**config.mk**
```make
export PLATFORM = sky130hd
export DESIGN_NAME = can_rx_decoder
export DESIGN_NICKNAME = d
export VERILOG_FILES = /design/src/verilog/can_pkg.sv /design/src/verilog/can_rx_decoder.sv /design/src/verilog/can_field_capture.sv /design/src/verilog/can_frame_fsm.sv /design/src/verilog/can_crc15.sv /design/src/verilog/can_destuff.sv
export SDC_FILE = /design/constraint.sdc
export NUM_CORES = 1
export LEC_CHECK = 0
export ABC_AREA = 1
export BUFFER_PORTS_ARGS = -buffer_cell sky130_fd_sc_hd__buf_4
export CAP_MARGIN = 25
export CORE_MARGIN = 8
export CORE_UTILIZATION = 55
export CTS_BUF_LIST = sky130_fd_sc_hd__clkbuf_16
export DETAILED_ROUTE_END_ITERATION = 8
export PLACE_DENSITY = 0.75
export SKIP_LAST_GASP = 1
export SLEW_MARGIN = 20
export SYNTH_ARGS = -nofsm -noshare
export SYNTH_HDL_FRONTEND = slang
export SYNTH_HIERARCHICAL = 1
export SYNTH_SLANG_ARGS = --single-unit
```
**constraint.sdc**
```tcl
create_clock -name clock -period 4.9 [get_ports clock]
set_clock_uncertainty 0.2 [all_clocks]
set_input_delay 0.735 -clock clock [delete_from_list [all_inputs] [get_ports clock]]
set_output_delay 0.735 -clock clock [all_outputs]
set_load 0.03 [all_outputs]
```
**src/verilog/can_pkg.sv**
```systemverilog
package can_pkg;

	// ======================================================================
	// Field lengths, in bits
	// ======================================================================
	localparam int LEN_ID_A         = 11;  // Base identifier
	localparam int LEN_ID_B         = 18;  // Identifier extension
	localparam int LEN_DLC          = 4;
	localparam int LEN_CRC          = 15;
	localparam int LEN_EOF          = 7;   // Recessive end of frame
	localparam int LEN_INTERMISSION = 2;   // Third bit may already be the next SOF
	localparam int STUFF_RUN        = 5;   // Equal bits before a stuff bit
	localparam int FLAGS_MIN        = 6;   // Error flag, dominant
	localparam int FLAGS_MAX        = 12;  // Six own plus six echoed
	localparam int LEN_DELIM        = 8;   // Error delimiter, recessive

	// x^15 + x^14 + x^10 + x^8 + x^7 + x^4 + x^3 + 1
	localparam logic [LEN_CRC-1:0] CRC_POLY = 15'h4599;

	// ======================================================================
	// Enumerations
	// ======================================================================
	// Order matters, range tests in the FSM rely on it
	typedef enum logic [4:0] {
		ST_IDLE, ST_ID_A, ST_RTR_SRR, ST_IDE, ST_ID_B, ST_RTR,
		ST_RESERVED1, ST_RESERVED0, ST_DLC, ST_DATA, ST_CRC, ST_CRC_DELIM,
		ST_ACK_SLOT, ST_ACK_DELIM, ST_EOF, ST_INTERMISSION,
		ST_ERROR_FLAGS, ST_ERROR_DELIM
	} frame_state_t;

	// Capture register that takes the current data bit
	typedef enum logic [3:0] {
		SEL_NONE, SEL_ID_A, SEL_RTR_SRR, SEL_IDE, SEL_ID_B,
		SEL_RTR_EXT, SEL_DLC, SEL_DATA, SEL_CRC
	} field_sel_t;

	// Cause of the last error
	typedef enum logic [2:0] {
		ERR_NONE, ERR_STUFF, ERR_FORM, ERR_CRC, ERR_FLAG
	} error_kind_t;

endpackage
```
**src/verilog/can_rx_decoder.sv**
```systemverilog
`timescale 1ns/1ns

module can_rx_decoder #(
	parameter int MAX_DATA_BYTES = 8
) (
	input  logic                         clock,
	input  logic                         reset,
	input  logic                         rx_bit,        // Bus level
	input  logic                         sample_point,  // One clock per bit time
	output logic [can_pkg::LEN_ID_A-1:0] id_a,
	output logic [can_pkg::LEN_ID_B-1:0] id_b,
	output logic                         ide,
	output logic                         srr,
	output logic                         rtr,
	output logic [can_pkg::LEN_DLC-1:0]  dlc,           // Clamped
	output logic [8*MAX_DATA_BYTES-1:0]  data,
	output logic [can_pkg::LEN_CRC-1:0]  crc_received,
	output logic                         frame_done,
	output logic                         frame_error,
	output can_pkg::error_kind_t         error_kind
);

	logic                        data_bit_valid;
	logic                        stuff_error;
	logic                        stuff_check;
	logic                        crc_shift;
	logic                        frame_start;
	can_pkg::field_sel_t         field_sel;
	logic [can_pkg::LEN_CRC-1:0] crc_calc;

	// ======================================================================
	// Bit-serial receive chain
	// ======================================================================
	can_destuff can_destuff_inst (
		.clock          (clock),
		.reset          (reset),
		.rx_bit         (rx_bit),
		.sample_point   (sample_point),
		.stuff_check    (stuff_check),
		.data_bit_valid (data_bit_valid),
		.stuff_error    (stuff_error)
	);

	can_crc15 can_crc15_inst (
		.clock       (clock),
		.reset       (reset),
		.rx_bit      (rx_bit),
		.crc_shift   (crc_shift),
		.frame_start (frame_start),
		.crc_calc    (crc_calc)
	);

	can_frame_fsm #(
		.MAX_DATA_BYTES (MAX_DATA_BYTES)
	) can_frame_fsm_inst (
		.clock          (clock),
		.reset          (reset),
		.rx_bit         (rx_bit),
		.sample_point   (sample_point),
		.data_bit_valid (data_bit_valid),
		.stuff_error    (stuff_error),
		.dlc_clamped    (dlc),           // Same net as the output
		.rtr            (rtr),
		.crc_calc       (crc_calc),
		.crc_received   (crc_received),
		.stuff_check    (stuff_check),
		.field_sel      (field_sel),
		.crc_shift      (crc_shift),
		.frame_start    (frame_start),
		.frame_done     (frame_done),
		.frame_error    (frame_error),
		.error_kind     (error_kind)
	);

	can_field_capture #(
		.MAX_DATA_BYTES (MAX_DATA_BYTES)
	) can_field_capture_inst (
		.clock        (clock),
		.reset        (reset),
		.rx_bit       (rx_bit),
		.field_sel    (field_sel),
		.frame_start  (frame_start),
		.id_a         (id_a),
		.id_b         (id_b),
		.ide          (ide),
		.srr          (srr),
		.rtr          (rtr),
		.dlc_clamped  (dlc),
		.data         (data),
		.crc_received (crc_received)
	);

endmodule

```
**src/verilog/can_field_capture.sv**
```systemverilog
`timescale 1ns/1ns

module can_field_capture #(
	parameter int MAX_DATA_BYTES = 8
) (
	input  logic                             clock,
	input  logic                             reset,
	input  logic                             rx_bit,
	input  can_pkg::field_sel_t              field_sel,    // Only on data bits
	input  logic                             frame_start,
	output logic [can_pkg::LEN_ID_A-1:0]     id_a,
	output logic [can_pkg::LEN_ID_B-1:0]     id_b,
	output logic                             ide,
	output logic                             srr,
	output logic                             rtr,
	output logic [can_pkg::LEN_DLC-1:0]      dlc_clamped,
	output logic [8*MAX_DATA_BYTES-1:0]      data,
	output logic [can_pkg::LEN_CRC-1:0]      crc_received
);

	localparam int DATA_W = 8 * MAX_DATA_BYTES;
	localparam int DLC_W  = can_pkg::LEN_DLC;

	logic [DLC_W-1:0] dlc_raw;  // DLC as sent

	// ======================================================================
	// Control fields, read back by the FSM
	// ======================================================================
	always_ff @(posedge clock or posedge reset)
	begin
		if (reset)
		begin
			ide     <= 1'b0;
			srr     <= 1'b0;
			rtr     <= 1'b0;
			dlc_raw <= '0;
		end
		else if (frame_start)
		begin
			ide     <= 1'b0;
			srr     <= 1'b0;
			rtr     <= 1'b0;
			dlc_raw <= '0;
		end
		else
		begin
			case (field_sel)
				can_pkg::SEL_RTR_SRR:
				begin
					rtr <= rx_bit;  // RTR if the frame turns out base
					srr <= 1'b0;
				end
				can_pkg::SEL_IDE:
				begin
					ide <= rx_bit;
					if (rx_bit)
						srr <= rtr;  // Extended, that bit was SRR
				end
				can_pkg::SEL_RTR_EXT: rtr     <= rx_bit;  // Real RTR of extended frame
				can_pkg::SEL_DLC:     dlc_raw <= {dlc_raw[DLC_W-2:0], rx_bit};
				default:              ;
			endcase
		end
	end

	// ======================================================================
	// Payload shift registers, MSB first
	// ======================================================================
	always_ff @(posedge clock)
	begin
		if (frame_start)
		begin
			id_a         <= '0;
			id_b         <= '0;
			data         <= '0;
			crc_received <= '0;
		end
		else
		begin
			case (field_sel)
				can_pkg::SEL_ID_A: id_a <= {id_a[can_pkg::LEN_ID_A-2:0], rx_bit};
				can_pkg::SEL_ID_B: id_b <= {id_b[can_pkg::LEN_ID_B-2:0], rx_bit};
				can_pkg::SEL_DATA: data <= {data[DATA_W-2:0], rx_bit};  // Last byte lowest
				can_pkg::SEL_CRC:
					crc_received <= {crc_received[can_pkg::LEN_CRC-2:0], rx_bit};
				default: ;
			endcase
		end
	end

	// DLC 9 to 15 still means the largest payload
	assign dlc_clamped = (dlc_raw > MAX_DATA_BYTES) ? DLC_W'(MAX_DATA_BYTES) : dlc_raw;

	// SOF clear never swallows a field bit
	assert property (@(posedge clock) disable iff (reset)
		frame_start |-> (field_sel == can_pkg::SEL_NONE));

endmodule

```
**src/verilog/can_frame_fsm.sv**
```systemverilog
`timescale 1ns/1ns

module can_frame_fsm #(
	parameter int MAX_DATA_BYTES = 8
) (
	input  logic                        clock,
	input  logic                        reset,
	input  logic                        rx_bit,
	input  logic                        sample_point,
	input  logic                        data_bit_valid,
	input  logic                        stuff_error,
	input  logic [can_pkg::LEN_DLC-1:0] dlc_clamped,
	input  logic                        rtr,
	input  logic [can_pkg::LEN_CRC-1:0] crc_calc,
	input  logic [can_pkg::LEN_CRC-1:0] crc_received,
	output logic                        stuff_check,
	output can_pkg::field_sel_t         field_sel,
	output logic                        crc_shift,
	output logic                        frame_start,
	output logic                        frame_done,
	output logic                        frame_error,
	output can_pkg::error_kind_t        error_kind
);

	localparam int CNT_W = $clog2(8 * MAX_DATA_BYTES + 32);  // Data field and id_b fit

	can_pkg::frame_state_t state;
	can_pkg::frame_state_t next_state;
	logic [CNT_W-1:0]      bit_cnt;    // Bits seen in the current state
	logic [CNT_W-1:0]      cnt_next;
	logic [CNT_W-1:0]      data_bits;  // Length of the data field
	logic                  form_bad;
	logic                  crc_bad;
	logic                  flag_bad;
	logic                  err_hit;
	logic                  done_hit;
	can_pkg::error_kind_t  err_code;

	// ======================================================================
	// Strobes to the datapath
	// ======================================================================
	assign data_bits   = CNT_W'(dlc_clamped) << 3;  // Eight bits per byte
	assign stuff_check = state inside {[can_pkg::ST_ID_A : can_pkg::ST_CRC_DELIM]};
	assign crc_shift   = data_bit_valid && (state inside {[can_pkg::ST_ID_A : can_pkg::ST_DATA]});
	assign frame_start = sample_point && (state == can_pkg::ST_IDLE) && !rx_bit;

	always_comb
	begin
		field_sel = can_pkg::SEL_NONE;
		if (data_bit_valid)
		begin
			case (state)
				can_pkg::ST_ID_A:    field_sel = can_pkg::SEL_ID_A;
				can_pkg::ST_RTR_SRR: field_sel = can_pkg::SEL_RTR_SRR;
				can_pkg::ST_IDE:     field_sel = can_pkg::SEL_IDE;
				can_pkg::ST_ID_B:    field_sel = can_pkg::SEL_ID_B;
				can_pkg::ST_RTR:     field_sel = can_pkg::SEL_RTR_EXT;
				can_pkg::ST_DLC:     field_sel = can_pkg::SEL_DLC;
				can_pkg::ST_DATA:    field_sel = can_pkg::SEL_DATA;
				can_pkg::ST_CRC:     field_sel = can_pkg::SEL_CRC;
				default:             field_sel = can_pkg::SEL_NONE;  // Reserved bits, tail
			endcase
		end
	end

	// ======================================================================
	// Next state and error detection
	// ======================================================================
	always_comb
	begin
		next_state = state;
		cnt_next   = bit_cnt;  // Stuff bits leave the count alone
		form_bad   = 1'b0;
		crc_bad    = 1'b0;
		flag_bad   = 1'b0;
		done_hit   = 1'b0;
		if (data_bit_valid)
		begin
			cnt_next = bit_cnt + 1'b1;
			case (state)
				can_pkg::ST_IDLE:
					if (!rx_bit)
						next_state = can_pkg::ST_ID_A;  // SOF
				can_pkg::ST_ID_A:
					if (bit_cnt == CNT_W'(can_pkg::LEN_ID_A - 1))
						next_state = can_pkg::ST_RTR_SRR;
				can_pkg::ST_RTR_SRR:
					next_state = can_pkg::ST_IDE;
				can_pkg::ST_IDE:
					if (!rx_bit)
						next_state = can_pkg::ST_RESERVED0;  // Base frame
					else if (!rtr)
						form_bad = 1'b1;  // SRR must be recessive
					else
						next_state = can_pkg::ST_ID_B;
				can_pkg::ST_ID_B:
					if (bit_cnt == CNT_W'(can_pkg::LEN_ID_B - 1))
						next_state = can_pkg::ST_RTR;
				can_pkg::ST_RTR:
					next_state = can_pkg::ST_RESERVED1;
				can_pkg::ST_RESERVED1:
					next_state = can_pkg::ST_RESERVED0;
				can_pkg::ST_RESERVED0:
					next_state = can_pkg::ST_DLC;
				can_pkg::ST_DLC:
					// Last DLC bit still on the bus; clamp keeps zero as zero
					if (bit_cnt == CNT_W'(can_pkg::LEN_DLC - 1))
					begin
						if (rtr || (dlc_clamped == '0 && !rx_bit))
							next_state = can_pkg::ST_CRC;  // No data field
						else
							next_state = can_pkg::ST_DATA;
					end
				can_pkg::ST_DATA:
					if (bit_cnt == data_bits - 1'b1)
						next_state = can_pkg::ST_CRC;
				can_pkg::ST_CRC:
					if (bit_cnt == CNT_W'(can_pkg::LEN_CRC - 1))
						next_state = can_pkg::ST_CRC_DELIM;
				can_pkg::ST_CRC_DELIM:
					if (!rx_bit)
						form_bad = 1'b1;
					else
						next_state = can_pkg::ST_ACK_SLOT;
				can_pkg::ST_ACK_SLOT:
					next_state = can_pkg::ST_ACK_DELIM;  // Either level accepted
				can_pkg::ST_ACK_DELIM:
				begin
					crc_bad  = (crc_calc != crc_received);  // Checked here per spec
					form_bad = !rx_bit;
					next_state = can_pkg::ST_EOF;
				end
				can_pkg::ST_EOF:
					if (!rx_bit)
						form_bad = 1'b1;
					else if (bit_cnt == CNT_W'(can_pkg::LEN_EOF - 1))
					begin
						done_hit   = 1'b1;
						next_state = can_pkg::ST_INTERMISSION;
					end
				can_pkg::ST_INTERMISSION:
					if (!rx_bit)
						form_bad = 1'b1;  // No overload frames here
					else if (bit_cnt == CNT_W'(can_pkg::LEN_INTERMISSION - 1))
						next_state = can_pkg::ST_IDLE;
				can_pkg::ST_ERROR_FLAGS:
					if (rx_bit)
					begin
						if (bit_cnt < CNT_W'(can_pkg::FLAGS_MIN))
							flag_bad = 1'b1;  // Flag too short
						else
							next_state = can_pkg::ST_ERROR_DELIM;
					end
					else if (bit_cnt >= CNT_W'(can_pkg::FLAGS_MAX))
						flag_bad = 1'b1;  // Thirteenth dominant bit
				can_pkg::ST_ERROR_DELIM:
					if (!rx_bit)
						form_bad = 1'b1;
					else if (bit_cnt == CNT_W'(can_pkg::LEN_DELIM - 1))
						next_state = can_pkg::ST_INTERMISSION;
				default:
					next_state = can_pkg::ST_IDLE;
			endcase
		end

		err_hit  = stuff_error || form_bad || crc_bad || flag_bad;
		err_code = stuff_error ? can_pkg::ERR_STUFF :
			crc_bad ? can_pkg::ERR_CRC :
			flag_bad ? can_pkg::ERR_FLAG :
			form_bad ? can_pkg::ERR_FORM : can_pkg::ERR_NONE;

		if (err_hit)
		begin
			next_state = can_pkg::ST_ERROR_FLAGS;  // Flag starts on the next bit
			cnt_next   = '0;
		end
		else if (next_state != state)
			// First recessive bit after the flag is delimiter bit one
			cnt_next = (next_state == can_pkg::ST_ERROR_DELIM) ? CNT_W'(1) : '0;
	end

	// ======================================================================
	// State register and output pulses
	// ======================================================================
	always_ff @(posedge clock or posedge reset)
	begin
		if (reset)
		begin
			state       <= can_pkg::ST_IDLE;
			bit_cnt     <= '0;
			frame_done  <= 1'b0;
			frame_error <= 1'b0;
			error_kind  <= can_pkg::ERR_NONE;
		end
		else
		begin
			frame_done  <= done_hit;  // One clock, tied to the sample
			frame_error <= err_hit;
			if (sample_point)
			begin
				state   <= next_state;
				bit_cnt <= cnt_next;
			end
			if (err_hit)
				error_kind <= err_code;
			else if (frame_start)
				error_kind <= can_pkg::ERR_NONE;  // Held until the next SOF
		end
	end

	// A frame either completes or fails, never both on one bit
	assert property (@(posedge clock) disable iff (reset) !(frame_done && frame_error));

endmodule

```
**src/verilog/can_crc15.sv**
```systemverilog
`timescale 1ns/1ns

module can_crc15 (
	input  logic                        clock,
	input  logic                        reset,
	input  logic                        rx_bit,
	input  logic                        crc_shift,    // Destuffed bit inside the CRC span
	input  logic                        frame_start,  // SOF sample
	output logic [can_pkg::LEN_CRC-1:0] crc_calc
);

	localparam int CRC_W = can_pkg::LEN_CRC;

	logic feedback;

	// Standard CAN LFSR, MSB first
	assign feedback = rx_bit ^ crc_calc[CRC_W-1];

	// SOF is dominant and the register is zero, so skipping SOF changes nothing
	always_ff @(posedge clock or posedge reset)
	begin
		if (reset)
			crc_calc <= '0;
		else if (frame_start)
			crc_calc <= '0;  // Fresh sum per frame
		else if (crc_shift)
		begin
			if (feedback)
				crc_calc <= {crc_calc[CRC_W-2:0], 1'b0} ^ can_pkg::CRC_POLY;
			else
				crc_calc <= {crc_calc[CRC_W-2:0], 1'b0};
		end
	end

endmodule

```
**src/verilog/can_destuff.sv**
```systemverilog
`timescale 1ns/1ns

module can_destuff (
	input  logic clock,
	input  logic reset,
	input  logic rx_bit,
	input  logic sample_point,
	input  logic stuff_check,     // High from identifier to CRC delimiter
	output logic data_bit_valid,  // Sample carries frame content
	output logic stuff_error      // Sixth equal bit
);

	localparam int HIST_W = can_pkg::STUFF_RUN;

	logic [HIST_W-1:0] history;  // Last samples, newest in bit 0
	logic              run_low;
	logic              run_high;
	logic              stuff_bit;

	// Every sample counts, stuff bits too, since a stuff bit starts a new run
	always_ff @(posedge clock or posedge reset)
	begin
		if (reset)
			history <= HIST_W'(5'b10101);  // Alternating, no run pending
		else if (sample_point)
			history <= {history[HIST_W-2:0], rx_bit};
	end

	assign run_low  = (history == '0);  // Five dominant
	assign run_high = (history == '1);  // Five recessive

	// Opposite level after a run, dropped from the frame
	assign stuff_bit = stuff_check && ((run_low && rx_bit) || (run_high && !rx_bit));

	// Same level after a run breaks the stuffing rule
	assign stuff_error = sample_point && stuff_check &&
		((run_low && !rx_bit) || (run_high && rx_bit));

	// Outside the stuffed region every sample is a data bit
	assign data_bit_valid = sample_point && !stuff_bit && !stuff_error;

	// One strobe per bit time, so the history shifts once per bit
	assert property (@(posedge clock) disable iff (reset)
		sample_point |=> !sample_point);

endmodule

```
==> impl_metrics.yaml, run 1 <==
run_status:
  status: "finished, final reports clean"
power_and_ir_drop:
  vdd_drop_max_v: 0.0003711
  finalPower_uw: 4635
  power_density_nw_per_um2: 529.7
  leakagePower_uw: 0.004459
worst_setup_path:
  path_class: "reg2reg"
  crit_required_ns: 5.06
  reg2reg_from: "can_frame_fsm_inst/state[0]"
  worstRegToRegCells: 17
  critPathMaxFanout: 64
  r2r_end: "can_field_capture_inst/data[27]"
  endpoint_kind: "flop"
  arrival_ns: 3.84
  rrSetupSlack_ns: 1.21
  start_kind: "flop"
synth:
  synth_top_area_share: 0.2950
  synth_warnings: 6
  ys_top_cells_by_area: "dfxtp_1 29%, dfrtp_1 14%, nor2_1 11%"
  synth_top_area_cell: "dfxtp_1"
  netlist-cell-type-count: 41
  synth_seq_cells: 152
  synth.avg_cell_area_sq_um: 7.293
  ys_top_cells_by_count: "224 x nor2_1, 173 x nand2_1, 108 x dfxtp_1, 93 x nand3_1, 70 x inv_1"
  synth_most_common_cell: "nor2_1"
  async_flop_share: 0.2895
  syn_nets: 1013
  synthCells: 1005
  synth-edff-count: 0
  yosysSeqAreaShare: 0.4457
  synth-main-ff-cell: "dfxtp_1"
  synth.cell_area_sq_um: 7330
timing:
  setup_viol_count_final: 0
  finalHoldViolations: 0
  worst_pin_slew_ns: 0.7022
  clock.fmax_ghz: 0.2714
  final.period_utilization: 0.7521
  fin_tns_setup_ns: 0
  relSlewSlack: 0.5302
  rsz0062_at_grt: "false"
  period_minus_slack_ns: 3.685
  final_critical_path_setup_slack_ns: 1.215
  maxSlewViolCount: 0
cts:
  clkTransAtPathRegs_ns: 0.06
  ctsHoldBuffers: 0
  htreeDepth: 4
  clockBufferDepth: 2
  cts-resized-gates: 0
  tritoncts: "yes"
  clock-sinks: 152
  clk_latency_ns: 0.42
  clk_root_buffer_cell: "clkbuf_16"
  postCtsSetupBuffers: 0
  numCtsBuffers: 17
floorplanning:
  fp.dieArea_sq_um: 17280
  rows: 42
  core_region_area_sq_um: 13140
  die_w_um: 131.4
  io_pins: 124
  die_y_um: 131.4
  start_util: 0.5579
job:
  maxCapViolations: 0
placement:
  place_ws_ns: 1.173
  placed_cell_area_sq_um: 8174
  dp_cells: 1265
  gp_congestion: 0.9308
  dp_hpwl_mm: 12.85
  io_buffers: 123
route:
  top_layer_used: "met4"
  drc: 0
  wl_met2_mm: 8.712
  num_vias: 6749
  avgViaCountPerCell: 5.204
  wl_met1_mm: 8.025
  drt_wl_total_mm: 18.41
  first_pass_iters: 7
  drt-wirelength-per-cell_um: 14.20
  first_iter_violations: 430
  wl_met3_mm: 1.476
  ant_nets: 0
final_layout:
  diodes: 0
  area.growth.synth_to_final_pct: 19.39
  fin_nets: 1117
  layout.cells.non_filler: 1297
  drive_above_1_share: 0.1838
  fin_area_sq_um: 8751
grt:
  grt_antenna_before_repair: 0
  grt_start_max_net_pins: 71
  grt_pass1_vias: 6420
  grt_use_total: 0.2107
  grt_pass1_wl_mm: 30.73
  overflow: 0
hold_path:
  hp-class: "in2async"
per-layer routing:
metal	track usage	vias to the layer above
met4	0.06573	0
met5	0	-
met1	0.2526	3077
met3	0.08079	18
li1	-	3452
met2	0.3423	202
critical path: stages (launching register included):
cell     delay, ns
dfrtp_1       0.49
inv_2         0.25
nand3_1       0.18
nand3_1       0.11
inv_1         0.05
nand2_1       0.06
inv_1         0.03
nand3_1       0.08
nand2_1       0.06
nor2_1        0.09
buf_4         0.21
inv_1         0.21
a21oi_1       0.46
nand2_2       0.15
nor2_4        0.15
buf_4         0.55
o21ai_1       0.14
nor2_1        0.12
cell families (layout without fill, tap and decap cells):
kind of cell,after synthesis,count (layout),share of synthesized area
and+or+nand+nor,542,542,0.3201
AOI/OAI and AO/OA,154,154,0.1093
DFF,152,152,0.4457
buffers and inverters,133,249,0.09423
xor gates and xnor gates,20,20,0.02390
adders and majority gates,4,4,0.006829
stage by stage:
step	hold slack [ns]	utilization
2_1_floorplan	0.2693	-
4_1_cts	0.03191	0.6640
3_3_place_gp	0.2555	0.6222
3_5_place_dp	0.2681	0.6222
5_1_grt	0.05181	0.6661
6_report	0.04341	0.6661
cell usage in the layout, fill, tap and decap left out, types with 3 or more instances in the layout:
master	Yosys	routed
nand3b_1	4	4
dfrtp_1	41	41
dfxtp_1	108	108
dfstp_2	3	3
ha_1	4	4
o21ai_0	41	41
clkbuf_16	0	19
nand2_1	173	173
inv_1	70	72
buf_4	3	132
nand2_2	6	6
o21ai_2	3	3
xor2_1	8	8
nor2_1	224	223
a21oi_1	37	37
nor2_4	6	6
nand3_1	93	93
inv_2	13	14
o22ai_1	5	5
clkinv_2	0	3
o21ai_1	62	62
xnor2_1	12	12
nor3_1	6	6
nor2_2	6	7
nand4_1	16	16
report_power, final:
part           internal, uW  switching, uW  total [uW]
logic                   583           1120        1700
clock network           701            509        1210
registers              1480            242        1720
total                  2760           1870        4640
worst max-delay path by stage:
stage                     depth (start not counted)                               to                   startpoint
after floorplan                                  18  can_field_capture_inst/data[15]  can_frame_fsm_inst/state[3]
after global placement                           14  can_field_capture_inst/data[55]                       rx_bit
after detailed placement                         14  can_field_capture_inst/data[58]                       rx_bit
after CTS                                        17  can_field_capture_inst/data[27]  can_frame_fsm_inst/state[3]
after global routing                             19  can_field_capture_inst/data[26]  can_frame_fsm_inst/state[3]
final                                            17  can_field_capture_inst/data[27]  can_frame_fsm_inst/state[0]
state kept, by name, indices dropped and copies added, names as in the netlist:
register / cells
can_frame_fsm_inst/error_kind: 3
can_field_capture_inst/rtr: 1
can_frame_fsm_inst/frame_done: 1
can_destuff_inst/history: 5
can_field_capture_inst/srr: 1
can_field_capture_inst/id_a: 11
can_crc15_inst/crc_calc: 15
can_field_capture_inst/dlc_raw: 4
can_frame_fsm_inst/frame_error: 1
can_field_capture_inst/crc_received: 15
can_frame_fsm_inst/bit_cnt: 7
can_field_capture_inst/id_b: 18
can_field_capture_inst/ide: 1
can_field_capture_inst/data: 64
can_frame_fsm_inst/state: 5
final cells by class:
type,instances,area (sq um)
Clock buffer,19,475.5
Clock inverter,12,73.82
Fill cell,1187,4387
Inverter,85,321.6
Multi-Input combinational cell,720,3374
Sequential cell,152,3267
Tap cell,176,220.2
Timing Repair Buffer,133,1018
Power figures use the tool's default switching activity.
==> run 2, diff against run 1 <==
clock period = 3.4 ns   (was 4.9 ns; I/O delays follow)
==> impl_metrics.yaml, run 2 (synthesis gave the netlist of run 1 again) <==
run_status:
  status: "finished, final reports clean"
timing:
  fin_tns_setup_ns: 0
  final.period_utilization: 0.9056
  setup_viol_count_final: 0
  period_minus_slack_ns: 3.079
  clock.fmax_ghz: 0.3248
  maxSlewViolCount: 0
  worst_pin_slew_ns: 0.8920
  finalHoldViolations: 0
  relSlewSlack: 0.4045
  rsz0062_at_grt: "false"
route:
  ant_nets: 0
  drt_wl_total_mm: 18.55
  first_pass_iters: 5
  drt-wirelength-per-cell_um: 14.21
  drc: 0
  avgViaCountPerCell: 5.196
  first_iter_violations: 539
  num_vias: 6781
cts:
  tritoncts: "yes"
  postCtsSetupBuffers: 0
  numCtsBuffers: 17
  clock-sinks: 152
  clockBufferDepth: 2
  clk_latency_ns: 0.42
  htreeDepth: 4
  clkTransAtPathRegs_ns: 0.06
  clk_root_buffer_cell: "clkbuf_16"
final_layout:
  fin_nets: 1124
  largest_reg_flops: 64
  layout_commonest_cell: "nor2_1"
  drive_above_1_share: 0.1940
  diodes: 0
  top_regs: "can_field_capture_inst/data (64), can_field_capture_inst/id_b (18)"
  mostFrequentLayoutCells: "222 x nor2_1, 172 x nand2_1, 136 x buf_4, 108 x dfxtp_1, 93 x nand3_1"
  area.growth.synth_to_final_pct: 20.64
  top_register: "can_field_capture_inst/data"
power_and_ir_drop:
  clkPwrFrac: 0.264
  p_comb_frac: 0.372
  power_density_nw_per_um2: 765.4
  power.switching_uw: 2793
  leakagePower_uw: 0.004499
  share_seq_of_total_power: 0.364
  p_sw_frac: 0.4127
  vdd_drop_max_v: 0.0004514
  finalPower_uw: 6768
  p_int_uw: 3975
worst_setup_path:
  start_kind: "flop"
  endpoint_kind: "flop"
  path_class: "reg2reg"
  arrival_ns: 3.17
  critPathMaxFanout: 11
  crit_required_ns: 3.49
floorplanning:
  die_w_um: 131.4
  start_util: 0.5579
  core_region_area_sq_um: 13140
  rows: 42
  io_pins: 124
  fp.dieArea_sq_um: 17280
  die_y_um: 131.4
placement:
  gp_congestion: 0.9344
  dp_hpwl_mm: 12.89
  io_buffers: 123
grt:
  grt_start_max_net_pins: 65
  overflow: 0
  grt_antenna_before_repair: 0
  grt_use_total: 0.2174
  grt_pass1_vias: 6458
  grt_pass1_wl_mm: 31.81
job:
  maxCapViolations: 0
hold_path:
  hp-class: "in2reg"
## run 2: changes by cell type in the layout (fill, tap and decap cells not counted), moves of 2 or more
cell / before / now
inv_8: 1 / 3
inv_6: 1 / 5
buf_12: 0 / 2
clkinv_1: 2 / 0
buf_4: 132 / 136
inv_1: 72 / 70
clkbuf_16: 19 / 17
## run 2: worst max-delay path: stages (launching register included)
cell	delay, ns
dfrtp_1	0.48
nor2_4	0.25
nand3_1	0.16
nand3_1	0.10
inv_1	0.05
nand2_1	0.06
inv_1	0.04
nand3_1	0.08
nand2_1	0.06
nor2_1	0.22
nand4_1	0.13
a21oi_1	0.22
buf_4	0.18
inv_1	0.04
nor2_1	0.17
nand2_1	0.27
nand2_1	0.15
a21oi_1	0.08
## run 2: path summary, 6_finish.rpt
check	to	startpoint	cells after the start	slack, ns
setup / recovery	can_field_capture_inst/id_a[7]	can_frame_fsm_inst/state[2]	17	0.32
hold reg to reg	can_field_capture_inst/id_a[10]	can_field_capture_inst/id_a[10]	2	0.28
min in group asynchronous	can_destuff_inst/history[1]	reset	3	0.37
setup reg to reg	can_field_capture_inst/id_a[7]	can_frame_fsm_inst/state[2]	17	0.32
max in group asynchronous	can_frame_fsm_inst/bit_cnt[2]	reset	3	1.99
hold / removal	can_destuff_inst/history[0]	sample_point	3	0.21
## run 2: timing repair
item / CTS / global route
hold endpoints to repair: 24 / 0
resized for setup: 0 / 6
setup endpoints to repair: 0 / 78
hold buffers: 1 / 0
## run 2: power groups by stage
stage	sequential (uW)	clock [uW]	combinational, uW
2_1_floorplan	2780	0	1490
3_3_place_gp	2490	0	2480
3_5_place_dp	2490	0	2510
4_1_cts	2460	1810	2520
5_1_grt	2510	1900	2790
6_report	2460	1790	2520
## run 2: layer usage
metal	vias to the layer above	wire (um)	track usage
met2	181	8588	0.3457
met3	20	1297	0.07165
met1	3111	8431	0.2759
met5	-	0	0
met4	0	227	0.06318
li1	3469	-	-
## run 2: cell type report
cell class	count	area, sq um
sequential	152	3267
tap	176	220.2
fill	1202	4295
inverter	85	321.6
clock buffer	17	425.4
clock inverter	15	137.6
multi-input combinational	720	3385
timing repair buffer	140	1086
## run 2: stage by stage
stage                 util  hold slack, ns  cells  instance area [sq um]  setup WS (ns)
floorplan                -         0.08634   1005                   7330         0.4652
global placement    0.6281          0.2511   1272                   8252         0.2259
detailed placement  0.6281          0.2522   1272                   8252         0.1877
CTS                 0.6717          0.2006   1305                   8825         0.1570
global route        0.6730          0.2246   1305                   8842       0.009926
finish              0.6730          0.2121   1305                   8842         0.3211
==> run 3, diff against run 2 <==
CELL_PAD_IN_SITES_DETAIL_PLACEMENT = 0   (was unset)
CELL_PAD_IN_SITES_GLOBAL_PLACEMENT = 2   (was unset)
CORE_UTILIZATION = 32   (was 55)
PLACE_DENSITY = 0.77   (was 0.75)
SLEW_MARGIN = unset   (was 20)
==> impl_metrics.yaml, run 3 (synthesis gave the netlist of run 1 again) <==
worst_setup_path:
  r2r_end: "can_field_capture_inst/crc_received[8]"
  worstRegToRegCells: 17
  critPathMaxFanout: 15
  start_kind: "flop"
  crit_required_ns: 3.50
  reg2reg_from: "can_frame_fsm_inst/state[2]"
  path_class: "reg2reg"
  rrSetupSlack_ns: 0.36
  endpoint_kind: "flop"
  arrival_ns: 3.14
route:
  avgViaCountPerCell: 4.696
  first_pass_iters: 4
  num_vias: 6659
  drc: 0
  ant_nets: 0
  first_iter_violations: 365
  drt_wl_total_mm: 21.30
  drt-wirelength-per-cell_um: 15.02
timing:
  worst_pin_slew_ns: 0.6981
  relSlewSlack: 0.5341
  period_minus_slack_ns: 3.037
  fin_tns_setup_ns: 0
  finalHoldViolations: 0
  rsz0062_at_grt: "false"
  clock.fmax_ghz: 0.3292
  final.period_utilization: 0.8934
  setup_viol_count_final: 0
  maxSlewViolCount: 0
power_and_ir_drop:
  p_comb_frac: 0.373
  power.switching_uw: 2950
  power_density_nw_per_um2: 772.0
  clkPwrFrac: 0.277
  finalPower_uw: 6989
  p_int_uw: 4039
  p_sw_frac: 0.4221
  leakagePower_uw: 0.004530
  share_seq_of_total_power: 0.349
  vdd_drop_max_v: 0.0002809
final_layout:
  multi_input_area_sq_um: 3388
  fin_nets: 1128
  register_area_sq_um: 3267
  top_regs: "can_field_capture_inst/data (64), can_field_capture_inst/id_b (18)"
  largest_reg_flops: 64
  mostFrequentLayoutCells: "222 x nor2_1, 173 x nand2_1, 140 x buf_4, 108 x dfxtp_1, 93 x nand3_1"
  drive_above_1_share: 0.1977
  fill_cells: 2418
  top_register: "can_field_capture_inst/data"
  diodes: 0
  area.growth.synth_to_final_pct: 23.52
  layout_commonest_cell: "nor2_1"
  layout.cells.non_filler: 1418
grt:
  grt_use_total: 0.1529
  overflow: 0
  use_met1: 0.1929
  grt_antenna_before_repair: 0
  grt_use_met2: 0.2437
  grt_pass1_vias: 6666
  busiest_layer: "met2"
  grt_start_max_net_pins: 65
  grtUsageMet3: 0.04985
  grt_pass1_wl_mm: 35.27
floorplanning:
  die_w_um: 167.3
  die_y_um: 167.3
  rows: 55
  start_util: 0.3247
  core_region_area_sq_um: 22570
  fp.dieArea_sq_um: 28000
  io_pins: 124
cts:
  postCtsSetupBuffers: 0
  tritoncts: "yes"
  clkTransAtPathRegs_ns: 0.07
  htreeDepth: 4
  numCtsBuffers: 17
  clock-sinks: 152
  clk_root_buffer_cell: "clkbuf_16"
  clockBufferDepth: 2
  clk_latency_ns: 0.44
hold_path:
  min_from: "sample_point"
  hp-class: "in2reg"
  hold_end: "can_destuff_inst/history[0]"
  hold_depth: 3
job:
  maxCapViolations: 0
placement:
  dp_cells: 1385
  io_buffers: 123
  dp_hpwl_mm: 15.09
  gp_congestion: 0.8137
run_status:
  status: "finished, final reports clean"
-- run 3: worst max-delay path by stage --
stage                           startpoint                                     end  slack (ns)
4_1_cts        can_frame_fsm_inst/state[2]          can_field_capture_inst/id_b[3]        0.23
2_1_floorplan  can_frame_fsm_inst/state[3]         can_field_capture_inst/data[15]        0.47
3_3_place_gp   can_frame_fsm_inst/state[2]          can_field_capture_inst/data[1]        0.35
3_5_place_dp   can_frame_fsm_inst/state[2]          can_field_capture_inst/id_b[1]        0.24
5_1_grt        can_frame_fsm_inst/state[2]  can_field_capture_inst/crc_received[0]        0.11
6_report       can_frame_fsm_inst/state[2]  can_field_capture_inst/crc_received[8]        0.36
-- run 3: routing by layer --
| layer | up-vias | routed length [um] |
|---|---|---|
| li1 | 3474 | - |
| met1 | 3062 | 10030 |
| met2 | 110 | 9851 |
| met3 | 13 | 1236 |
| met4 | 0 | 176 |
| met5 | - | 0 |
-- run 3: layout make-up --
| cell class | instances | share of cell area |
|---|---|---|
| Multi-Input combinational cell | 720 | 0.3742 |
| Tap cell | 285 | 0.03939 |
| Sequential cell | 152 | 0.3608 |
| Timing Repair Buffer | 144 | 0.1238 |
| Clock inverter | 15 | 0.01921 |
| Inverter | 85 | 0.03552 |
| Clock buffer | 17 | 0.04699 |
-- run 3: what timing repair did --
action | CTS | global route
setup endpoints to repair | 0 | 83
hold endpoints to repair | 9 | 0
gates resized for setup | 0 | 4
hold buffers | 1 | 0
-- run 3: critical path: stages (launching register included) --
cell,delay (ns)
dfrtp_1,0.47
nor2_4,0.15
nand3_1,0.14
nand3_1,0.12
inv_1,0.06
nand2_1,0.06
inv_1,0.04
nand3_1,0.08
nand2_1,0.06
nor2_2,0.22
inv_1,0.12
nor3_1,0.29
inv_1,0.14
nor2_2,0.33
nand2_1,0.09
buf_4,0.21
nand2_1,0.07
a21oi_1,0.05
-- run 3: per-stage QoR --
step / worst slack [ns] / util / hold slack (ns) / area (sq um)
global placement: 0.3540 / 0.3735 / 0.2525 / 8431
global route: 0.1094 / 0.4011 / 0.2087 / 9054
finish: 0.3625 / 0.4011 / 0.2058 / 9054
floorplan: 0.4652 / - / 0.08634 / 7330
CTS: 0.2333 / 0.4005 / 0.1895 / 9040
detailed placement: 0.2441 / 0.3735 / 0.2612 / 8431
-- run 3: power groups by stage --
stage	registers, uW	clock network, uW	logic [uW]
final	2440	1940	2610
after CTS	2450	2000	2630
after global placement	2480	0	2640
after detailed placement	2480	0	2630
after global routing	2500	2060	2920
after floorplan	2780	0	1490
